`config.mk`:
```
export PLATFORM = sky130hd
export DESIGN_NAME = decode_stage
export DESIGN_NICKNAME = d
export VERILOG_FILES = /design/src/v850_pkg.sv /design/src/gpr_file.sv /design/src/insn_classifier.sv /design/src/operand_select.sv /design/src/cond_eval.sv /design/src/decode_stage.sv
export SDC_FILE = /design/constraint.sdc
export NUM_CORES = 2
export LEC_CHECK = 0
export BUFFER_PORTS_ARGS = -buffer_cell sky130_fd_sc_hd__buf_4
export CORE_UTILIZATION = 46
export DETAILED_ROUTE_END_ITERATION = 8
export SYNTH_ARGS = -nofsm -noshare
export SYNTH_HDL_FRONTEND = slang
export SYNTH_SLANG_ARGS = --single-unit
export TNS_END_PERCENT = 10
```
`constraint.sdc`:
```
create_clock -name clk -period 7.8 [get_ports clk]
set_input_delay 0.78 -clock clk [delete_from_list [all_inputs] [get_ports clk]]
set_output_delay 0.78 -clock clk [all_outputs]
set_load 0.02 [all_outputs]
```
`src/v850_pkg.sv`:
```
package v850_pkg;

    // Datapath and register file sizes
    localparam int XLEN     = 32;
    localparam int REG_AW   = 5;
    localparam int NUM_REGS = 32;

    localparam int IMM5_W  = 5;
    localparam int IMM16_W = 16;  // Upper halfword of a 32-bit format

    // Instruction field positions
    localparam int OPC_LSB   = 5;
    localparam int OPC_MSB   = 10;
    localparam int OPC_W     = OPC_MSB - OPC_LSB + 1;
    localparam int REG1_LSB  = 0;   // Also imm5
    localparam int REG2_LSB  = 11;  // Bits 15:11
    localparam int REG3_LSB  = 27;  // Bits 31:27, extended format only
    localparam int SUBOP_LSB = 21;  // Bits 26:21
    localparam int SUBOP_W   = 6;
    localparam int COND_LSB  = 17;  // cccc at bits 20:17
    localparam int COND_W    = 4;
    localparam int EXT_ZERO_BIT = 16;  // Must be 0 for ADF and SBF

    // Primary opcodes
    localparam logic [OPC_W-1:0] OPC_ADD_R  = 6'b001110;
    localparam logic [OPC_W-1:0] OPC_ADD_I5 = 6'b010010;
    localparam logic [OPC_W-1:0] OPC_ADDI   = 6'b110000;
    localparam logic [OPC_W-1:0] OPC_SUB_R  = 6'b001101;
    localparam logic [OPC_W-1:0] OPC_CMP_R  = 6'b001111;
    localparam logic [OPC_W-1:0] OPC_CMP_I5 = 6'b010011;
    localparam logic [OPC_W-1:0] OPC_EXT    = 6'b111111;  // Format XI and friends

    // Extended sub-opcodes
    localparam logic [SUBOP_W-1:0] SUB_ADF = 6'b011101;
    localparam logic [SUBOP_W-1:0] SUB_SBF = 6'b011100;

    // Condition codes
    localparam logic [COND_W-1:0] COND_V  = 4'b0000;
    localparam logic [COND_W-1:0] COND_NV = 4'b1000;
    localparam logic [COND_W-1:0] COND_C  = 4'b0001;  // Same code as L
    localparam logic [COND_W-1:0] COND_NC = 4'b1001;  // Same code as NL
    localparam logic [COND_W-1:0] COND_Z  = 4'b0010;
    localparam logic [COND_W-1:0] COND_NZ = 4'b1010;
    localparam logic [COND_W-1:0] COND_NH = 4'b0011;
    localparam logic [COND_W-1:0] COND_H  = 4'b1011;
    localparam logic [COND_W-1:0] COND_N  = 4'b0100;
    localparam logic [COND_W-1:0] COND_P  = 4'b1100;
    localparam logic [COND_W-1:0] COND_T  = 4'b0101;
    localparam logic [COND_W-1:0] COND_SA = 4'b1101;  // Not allowed on ADF and SBF
    localparam logic [COND_W-1:0] COND_LT = 4'b0110;
    localparam logic [COND_W-1:0] COND_GE = 4'b1110;
    localparam logic [COND_W-1:0] COND_LE = 4'b0111;
    localparam logic [COND_W-1:0] COND_GT = 4'b1111;

    // PSW flag positions
    localparam int PSW_Z  = 0;
    localparam int PSW_S  = 1;
    localparam int PSW_OV = 2;
    localparam int PSW_CY = 3;

    // Decoded operation
    typedef enum logic [3:0] {
        OP_NONE = 4'd0,
        OP_ADD,
        OP_SUB,
        OP_CMP,
        OP_ADF,
        OP_SBF
    } op_kind_t;

endpackage

```
`src/gpr_file.sv`:
```
module gpr_file
    import v850_pkg::*;
(
    input  logic              clk,
    input  logic              reset_i,
    input  logic [REG_AW-1:0] raddr1_i,
    input  logic [REG_AW-1:0] raddr2_i,
    input  logic              we_i,
    input  logic [REG_AW-1:0] waddr_i,
    input  logic [XLEN-1:0]   wdata_i,
    output logic [XLEN-1:0]   rdata1_o,
    output logic [XLEN-1:0]   rdata2_o
);

    logic [XLEN-1:0] regs [NUM_REGS];  // r0 entry never written

    // Write port
    always_ff @(posedge clk) begin
        if (reset_i) begin
            for (int i = 0; i < NUM_REGS; i++) begin
                regs[i] <= '0;
            end
        end else if (we_i && (waddr_i != '0)) begin  // Drop writes to r0
            regs[waddr_i] <= wdata_i;
        end
    end

    // Async reads, old data on a same-cycle write
    assign rdata1_o = (raddr1_i == '0) ? '0 : regs[raddr1_i];
    assign rdata2_o = (raddr2_i == '0) ? '0 : regs[raddr2_i];

    // Writeback side must present a clean address
    a_waddr_known: assert property (
        @(posedge clk) disable iff (reset_i)
        we_i |-> !$isunknown(waddr_i)
    ) else $error("gpr_file write with unknown address %b", waddr_i);

endmodule

```
`src/insn_classifier.sv`:
```
module insn_classifier
    import v850_pkg::*;
(
    input  logic [XLEN-1:0]    insn_i,
    output op_kind_t           op_o,
    output logic [REG_AW-1:0]  reg1_o,
    output logic [REG_AW-1:0]  reg2_o,
    output logic [REG_AW-1:0]  reg3_o,
    output logic [IMM5_W-1:0]  imm5_o,
    output logic [IMM16_W-1:0] imm16_o,
    output logic [COND_W-1:0]  cond_o,
    output logic               src1_imm5_o,
    output logic               src2_imm16_o
);

    logic [OPC_W-1:0]   opc;
    logic [SUBOP_W-1:0] subop;
    logic               ext_ok;  // Extended word well formed for ADF/SBF

    // Raw field slices
    assign opc   = insn_i[OPC_MSB:OPC_LSB];
    assign subop = insn_i[SUBOP_LSB +: SUBOP_W];

    assign reg1_o  = insn_i[REG1_LSB +: REG_AW];
    assign reg2_o  = insn_i[REG2_LSB +: REG_AW];
    assign reg3_o  = insn_i[REG3_LSB +: REG_AW];
    assign imm5_o  = insn_i[REG1_LSB +: IMM5_W];    // Shares the reg1 slot
    assign imm16_o = insn_i[XLEN-1 -: IMM16_W];     // Second halfword
    assign cond_o  = insn_i[COND_LSB +: COND_W];

    // Bit 16 clear and cccc not the reserved SA code
    assign ext_ok = !insn_i[EXT_ZERO_BIT] && (cond_o != COND_SA);

    always_comb begin
        op_o         = OP_NONE;  // Anything unmatched stays here
        src1_imm5_o  = 1'b0;
        src2_imm16_o = 1'b0;
        case (opc)
            OPC_ADD_R:  op_o = OP_ADD;
            OPC_SUB_R:  op_o = OP_SUB;
            OPC_CMP_R:  op_o = OP_CMP;
            OPC_ADD_I5: begin
                op_o        = OP_ADD;
                src1_imm5_o = 1'b1;
            end
            OPC_CMP_I5: begin
                op_o        = OP_CMP;
                src1_imm5_o = 1'b1;
            end
            OPC_ADDI: begin
                op_o         = OP_ADD;  // Same ALU op, imm16 in slot 2
                src2_imm16_o = 1'b1;
            end
            OPC_EXT: begin
                // Only the two carry-conditional forms are kept
                if (ext_ok && (subop == SUB_ADF)) begin
                    op_o = OP_ADF;
                end else if (ext_ok && (subop == SUB_SBF)) begin
                    op_o = OP_SBF;
                end
            end
            default: op_o = OP_NONE;
        endcase
    end

endmodule

```
`src/operand_select.sv`:
```
module operand_select
    import v850_pkg::*;
(
    input  logic [XLEN-1:0]    rdata1_i,
    input  logic [XLEN-1:0]    rdata2_i,
    input  logic [IMM5_W-1:0]  imm5_i,
    input  logic [IMM16_W-1:0] imm16_i,
    input  logic               src1_imm5_i,
    input  logic               src2_imm16_i,
    output logic [XLEN-1:0]    operand1_o,
    output logic [XLEN-1:0]    operand2_o
);

    logic [XLEN-1:0] imm5_sx;
    logic [XLEN-1:0] imm16_sx;

    // Sign extension to full width
    assign imm5_sx  = {{(XLEN-IMM5_W){imm5_i[IMM5_W-1]}}, imm5_i};
    assign imm16_sx = {{(XLEN-IMM16_W){imm16_i[IMM16_W-1]}}, imm16_i};

    // Slot 1 takes imm5 for the short immediate forms
    assign operand1_o = src1_imm5_i ? imm5_sx : rdata1_i;

    // Slot 2 takes imm16 for ADDI only
    assign operand2_o = src2_imm16_i ? imm16_sx : rdata2_i;

endmodule

```
`src/cond_eval.sv`:
```
module cond_eval
    import v850_pkg::*;
(
    input  logic [COND_W-1:0] cond_i,
    input  logic [XLEN-1:0]   psw_i,
    output logic              cond_true_o
);

    logic z;
    logic s;
    logic ov;
    logic cy;
    logic lt;  // Signed less than

    assign z  = psw_i[PSW_Z];
    assign s  = psw_i[PSW_S];
    assign ov = psw_i[PSW_OV];
    assign cy = psw_i[PSW_CY];
    assign lt = s ^ ov;

    always_comb begin
        cond_true_o = 1'b0;
        case (cond_i)
            COND_V:  cond_true_o = ov;
            COND_NV: cond_true_o = !ov;
            COND_C:  cond_true_o = cy;
            COND_NC: cond_true_o = !cy;
            COND_Z:  cond_true_o = z;
            COND_NZ: cond_true_o = !z;
            COND_NH: cond_true_o = cy | z;
            COND_H:  cond_true_o = !(cy | z);  // Both flags clear
            COND_N:  cond_true_o = s;
            COND_P:  cond_true_o = !s;
            COND_T:  cond_true_o = 1'b1;
            COND_SA: cond_true_o = 1'b0;       // Reserved in this stage
            COND_LT: cond_true_o = lt;
            COND_GE: cond_true_o = !lt;
            COND_LE: cond_true_o = lt | z;
            COND_GT: cond_true_o = !(lt | z);
            default: cond_true_o = 1'b0;
        endcase
    end

endmodule

```
`src/decode_stage.sv`:
```
module decode_stage
    import v850_pkg::*;
(
    input  logic              clk,
    input  logic              reset_i,
    input  logic [XLEN-1:0]   insn_i,
    input  logic [XLEN-1:0]   psw_i,
    input  logic              gpr_we_i,
    input  logic [REG_AW-1:0] gpr_waddr_i,
    input  logic [XLEN-1:0]   gpr_wdata_i,
    output op_kind_t          op_o,
    output logic [XLEN-1:0]   operand1_o,
    output logic [XLEN-1:0]   operand2_o,
    output logic [REG_AW-1:0] dest_o,
    output logic              dest_we_o,
    output logic              carry_in_o
);

    op_kind_t           op;
    logic [REG_AW-1:0]  reg1_num;
    logic [REG_AW-1:0]  reg2_num;
    logic [REG_AW-1:0]  reg3_num;
    logic [IMM5_W-1:0]  imm5;
    logic [IMM16_W-1:0] imm16;
    logic [COND_W-1:0]  cond;
    logic               src1_is_imm5;
    logic               src2_is_imm16;
    logic [XLEN-1:0]    rdata1;
    logic [XLEN-1:0]    rdata2;
    logic [XLEN-1:0]    sel_operand1;
    logic [XLEN-1:0]    sel_operand2;
    logic               cond_true;
    logic [REG_AW-1:0]  dest_d;
    logic               dest_we_d;
    logic               carry_d;

    insn_classifier u_classifier (
        .insn_i       (insn_i),
        .op_o         (op),
        .reg1_o       (reg1_num),
        .reg2_o       (reg2_num),
        .reg3_o       (reg3_num),
        .imm5_o       (imm5),
        .imm16_o      (imm16),
        .cond_o       (cond),
        .src1_imm5_o  (src1_is_imm5),
        .src2_imm16_o (src2_is_imm16)
    );

    gpr_file u_gpr (
        .clk      (clk),
        .reset_i  (reset_i),
        .raddr1_i (reg1_num),
        .raddr2_i (reg2_num),
        .we_i     (gpr_we_i),
        .waddr_i  (gpr_waddr_i),
        .wdata_i  (gpr_wdata_i),
        .rdata1_o (rdata1),
        .rdata2_o (rdata2)
    );

    operand_select u_opsel (
        .rdata1_i     (rdata1),
        .rdata2_i     (rdata2),
        .imm5_i       (imm5),
        .imm16_i      (imm16),
        .src1_imm5_i  (src1_is_imm5),
        .src2_imm16_i (src2_is_imm16),
        .operand1_o   (sel_operand1),
        .operand2_o   (sel_operand2)
    );

    cond_eval u_cond (
        .cond_i      (cond),
        .psw_i       (psw_i),
        .cond_true_o (cond_true)
    );

    // Destination, write enable and carry-in by operation
    always_comb begin
        dest_d    = '0;
        dest_we_d = 1'b0;
        carry_d   = 1'b0;
        case (op)
            OP_ADD, OP_SUB: begin
                dest_d    = reg2_num;
                dest_we_d = 1'b1;
            end
            OP_CMP: dest_d = reg2_num;  // Flags only, no register write
            OP_ADF, OP_SBF: begin
                dest_d    = reg3_num;   // Three-operand form
                dest_we_d = 1'b1;
                carry_d   = cond_true;
            end
            default: dest_d = '0;
        endcase
    end

    // Output stage, one cycle after the sampling edge
    always_ff @(posedge clk) begin
        if (reset_i) begin
            op_o       <= OP_NONE;
            operand1_o <= '0;
            operand2_o <= '0;
            dest_o     <= '0;
            dest_we_o  <= 1'b0;
            carry_in_o <= 1'b0;
        end else begin
            op_o       <= op;
            operand1_o <= (op == OP_NONE) ? '0 : sel_operand1;  // Zero for unknown words
            operand2_o <= (op == OP_NONE) ? '0 : sel_operand2;
            dest_o     <= dest_d;
            dest_we_o  <= dest_we_d;
            carry_in_o <= carry_d;
        end
    end

    // Writeback must never see a write for a compare or a dropped word
    a_no_we_on_none_cmp: assert property (
        @(posedge clk) disable iff (reset_i)
        ((op_o == OP_NONE) || (op_o == OP_CMP)) |-> !dest_we_o
    ) else $error("dest_we_o high with op_o %s", op_o.name());

endmodule

```
==> run metrics <==
Synth Area in Simple Gates 0.1266; largest net degree at the start of global routing 96; Die W around 350 microns; Sum Neg Setup Slack 0 ps; worst hold path startpoint insn_i[10]; layout cells sized above 1 0.2914; PortBufs roughly 150; vias in the first global route between 30000 and 40000; Area Overhead vs Synth 12.34%; CP startpoint reset_i; area share of the largest cell type after synthesis 0.5422; startpoint types primary input; final setup vio count 0; area leader, netlist edfxtp_1; max incr delay on CP between 900 and 1000 ps; Global Route Usage Sum 0.2934; CP max stage cell o21ai_4; largest family of logic cells by synthesized area multiplexers; Arr. time, crit path 3880 ps; synth cell count leaders 1024 x edfxtp_1, 994 x and2_1, 564 x mux4_2; # resized after CTS 0; Placeable Area between 100000 and 150000 sq um; final hold violations 0; CTS tree done; worst slew pin tran roughly 1200 ps; via density per instance roughly 6.3; Leak 21.73 nW; Synth async-reset ratio 0; Clock Sinks about 1100; fin crit share 0.4483; max_cap viols 0; first drt pass iteration count 5; H-Tree Depth 3; outcome finished clean; top-count cell post-synth edfxtp_1; Setup CP Type in2reg; Iteration-0 DRC Markers approximately 4500; Wirelength per Cell approximately 34 microns; first-pass GRT wire length ~260000 microns; R2R Path Start u_gpr.regs[6][12]; # rows roughly 130; Mapped Area 56710 sq um; Max FO, Critical Path 42; Bufs on Longest Clock Path 3; Clk Latency, worst-skew pair approximately 740 ps; GPL Wtd Cong between 0.8 and 0.9; Final WS setup 4303 ps; Place WS 3571 ps; pwr dens 224.4 nW/um^2; DIE AREA around 120000 sq um; die height approximately 350 microns; max-slew violations 0; DRC Markers 0; initial antenna violation count 14; ranking of synthesized cells by area edfxtp_1 54%, mux4_2 22%, and2_1 11%, dfxtp_1 2.6%, clkbuf_1 1.7%; crit path buf inv count 2; Synth Register Bits roughly 1100; post-synthesis compound-gate area fraction 0.03040; DRT antenna net count 0; grt total ovfl 0; Post-synth EDFFs a little over 1000; Post-Synthesis Cells ~3600; CP endpoint kind flip-flop; Nets ~3700; min cycle time layout around 3500 ps; setup repair bufs after CTS 0; critical path required time a little over 8000 ps; io pins between 150 and 200; synth unique cells 56; Reg clk slew, reported paths around 60 ps; worst vdd ir ~0.00023 V; Primary FF master, synth edfxtp_1; number of buffers created by CTS between 100 and 150; clock root buffer clkbuf_16; Avg Cell Area, Syn about 16 sq um; Initial Utilization 0.4647; register area share after synthesis 0.5684; FMAX about 290 MHz; Hold WC Path Type in2reg; Synth Area in Adders 0; Worst slew margin 0.1768; CP top delay family simple AND/OR/NAND/NOR gates; ordered list of cells on the worst path buf_4 -> nor2b_1 -> nand3_2 -> o21ai_4 -> buf_4; via count roughly 34000; final wirelength roughly 180000 microns; Hold-fix buffers, CTS 0; Final Skew about 29 ps; dpl hpwl between 100000 and 150000 microns; post-synthesis mux area share 0.2423; RSZ-0062 raised after global routing false; Synth Warn # 0; Synth Area in XOR/XNOR 0.0001544; cell repeated most along the worst path buf_4
==> final timing paths <==
path              depth (start not counted)  slack [ps]                  to
hold reg to reg                           5         940      operand2_o[27]
setup reg to reg                          5        5390      operand2_o[12]
setup / recovery                          5        4300  u_gpr.regs[19][25]
hold / removal                            2         280             op_o[1]
==> where the power goes <==
part | total (mW) | switching (mW) | leakage, nW | internal, mW
logic | 1.58 | 0.895 | 9.42 | 0.687
clock network | 5.81 | 2.42 | 1.96 | 3.39
registers | 6.90 | 0.155 | 10.3 | 6.75
total | 14.3 | 3.47 | 21.7 | 10.8
==> registers in the layout, summed over array words and instances (netlist names) <==
name        count
carry_in_o      1
dest_o          5
operand1_o     32
dest_we_o       1
op_o            3
u_gpr.regs   1024
operand2_o     32
==> layer usage <==
| layer | GRT usage | vias up | wire length [microns] |
|---|---|---|---|
| met2 | 0.4617 | 1747 | 86260 |
| met3 | 0.06176 | 291 | 16920 |
| met4 | 0.09957 | 10 | 6619 |
| li1 | - | 13928 | - |
| met1 | 0.4078 | 18004 | 73350 |
| met5 | 0 | - | 58 |
==> worst reg2reg max path: cells and delay by family, from the launching register on <==
family           cells  cell delay [ps]
multiplexers         1              230
flip-flops           1              350
AND/OR/NAND/NOR      1              130
AO/OA/AOI/OAI        3             1550
==> logic make-up after synthesis <==
family,after synthesis
other,1
multiplexers,665
AND/OR/NAND/NOR,1192
buffers and inverters,424
AO/OA/AOI/OAI,232
XOR/XNOR,1
flip-flops,1098
==> through the flow <==
step | util | instances | instance area [sq um] | hold slack (ps) | power (mW)
6_report | 0.5220 | 5357 | 63710 | 277.5 | 14.29
5_1_grt | 0.5219 | 5350 | 63690 | 238.8 | 14.64
4_1_cts | 0.5219 | 5349 | 63690 | 221.9 | 14.33
3_5_place_dp | 0.4893 | 5122 | 59720 | 942.4 | 8.602
3_3_place_gp | 0.4893 | 5122 | 59720 | 911.9 | 8.579
2_1_floorplan | - | 3645 | 56830 | 824.9 | 7.988
==> cell type report <==
cell class	count	area (sq um)
clock inverters	53	551.8
diodes	8	20.02
repair buffers	241	1921
inverters	35	135.1
multi-input cells	2123	23400
clock buffers	174	3420
well taps	1625	2033
flip-flops and latches	1098	32230
fillers	9949	58330
==> layout by cell type, fill, tap and decap left out, types with 11 or more instances in the layout <==
master,Yosys,routed
clkinv_1,0,13
o21ai_4,0,32
clkbuf_16,0,123
dfxtp_1,74,74
nand2_1,46,46
mux4_2,564,564
mux2_2,24,24
nor2b_1,38,38
a2bb2oi_1,15,15
nor2_4,0,31
mux2i_1,77,77
o32ai_1,28,28
o211ai_1,23,23
nor2_1,74,43
a21oi_1,26,26
edfxtp_1,1024,1024
a22oi_1,22,22
clkinv_2,0,23
a221oi_1,35,35
a211oi_1,31,31
and2_1,994,994
buf_4,25,230
bufinv_16,0,11
conb_1,1,33
clkbuf_8,0,16
inv_1,33,31
clkbuf_1,254,36
No activity file was read; power rests on OpenSTA's default activity.
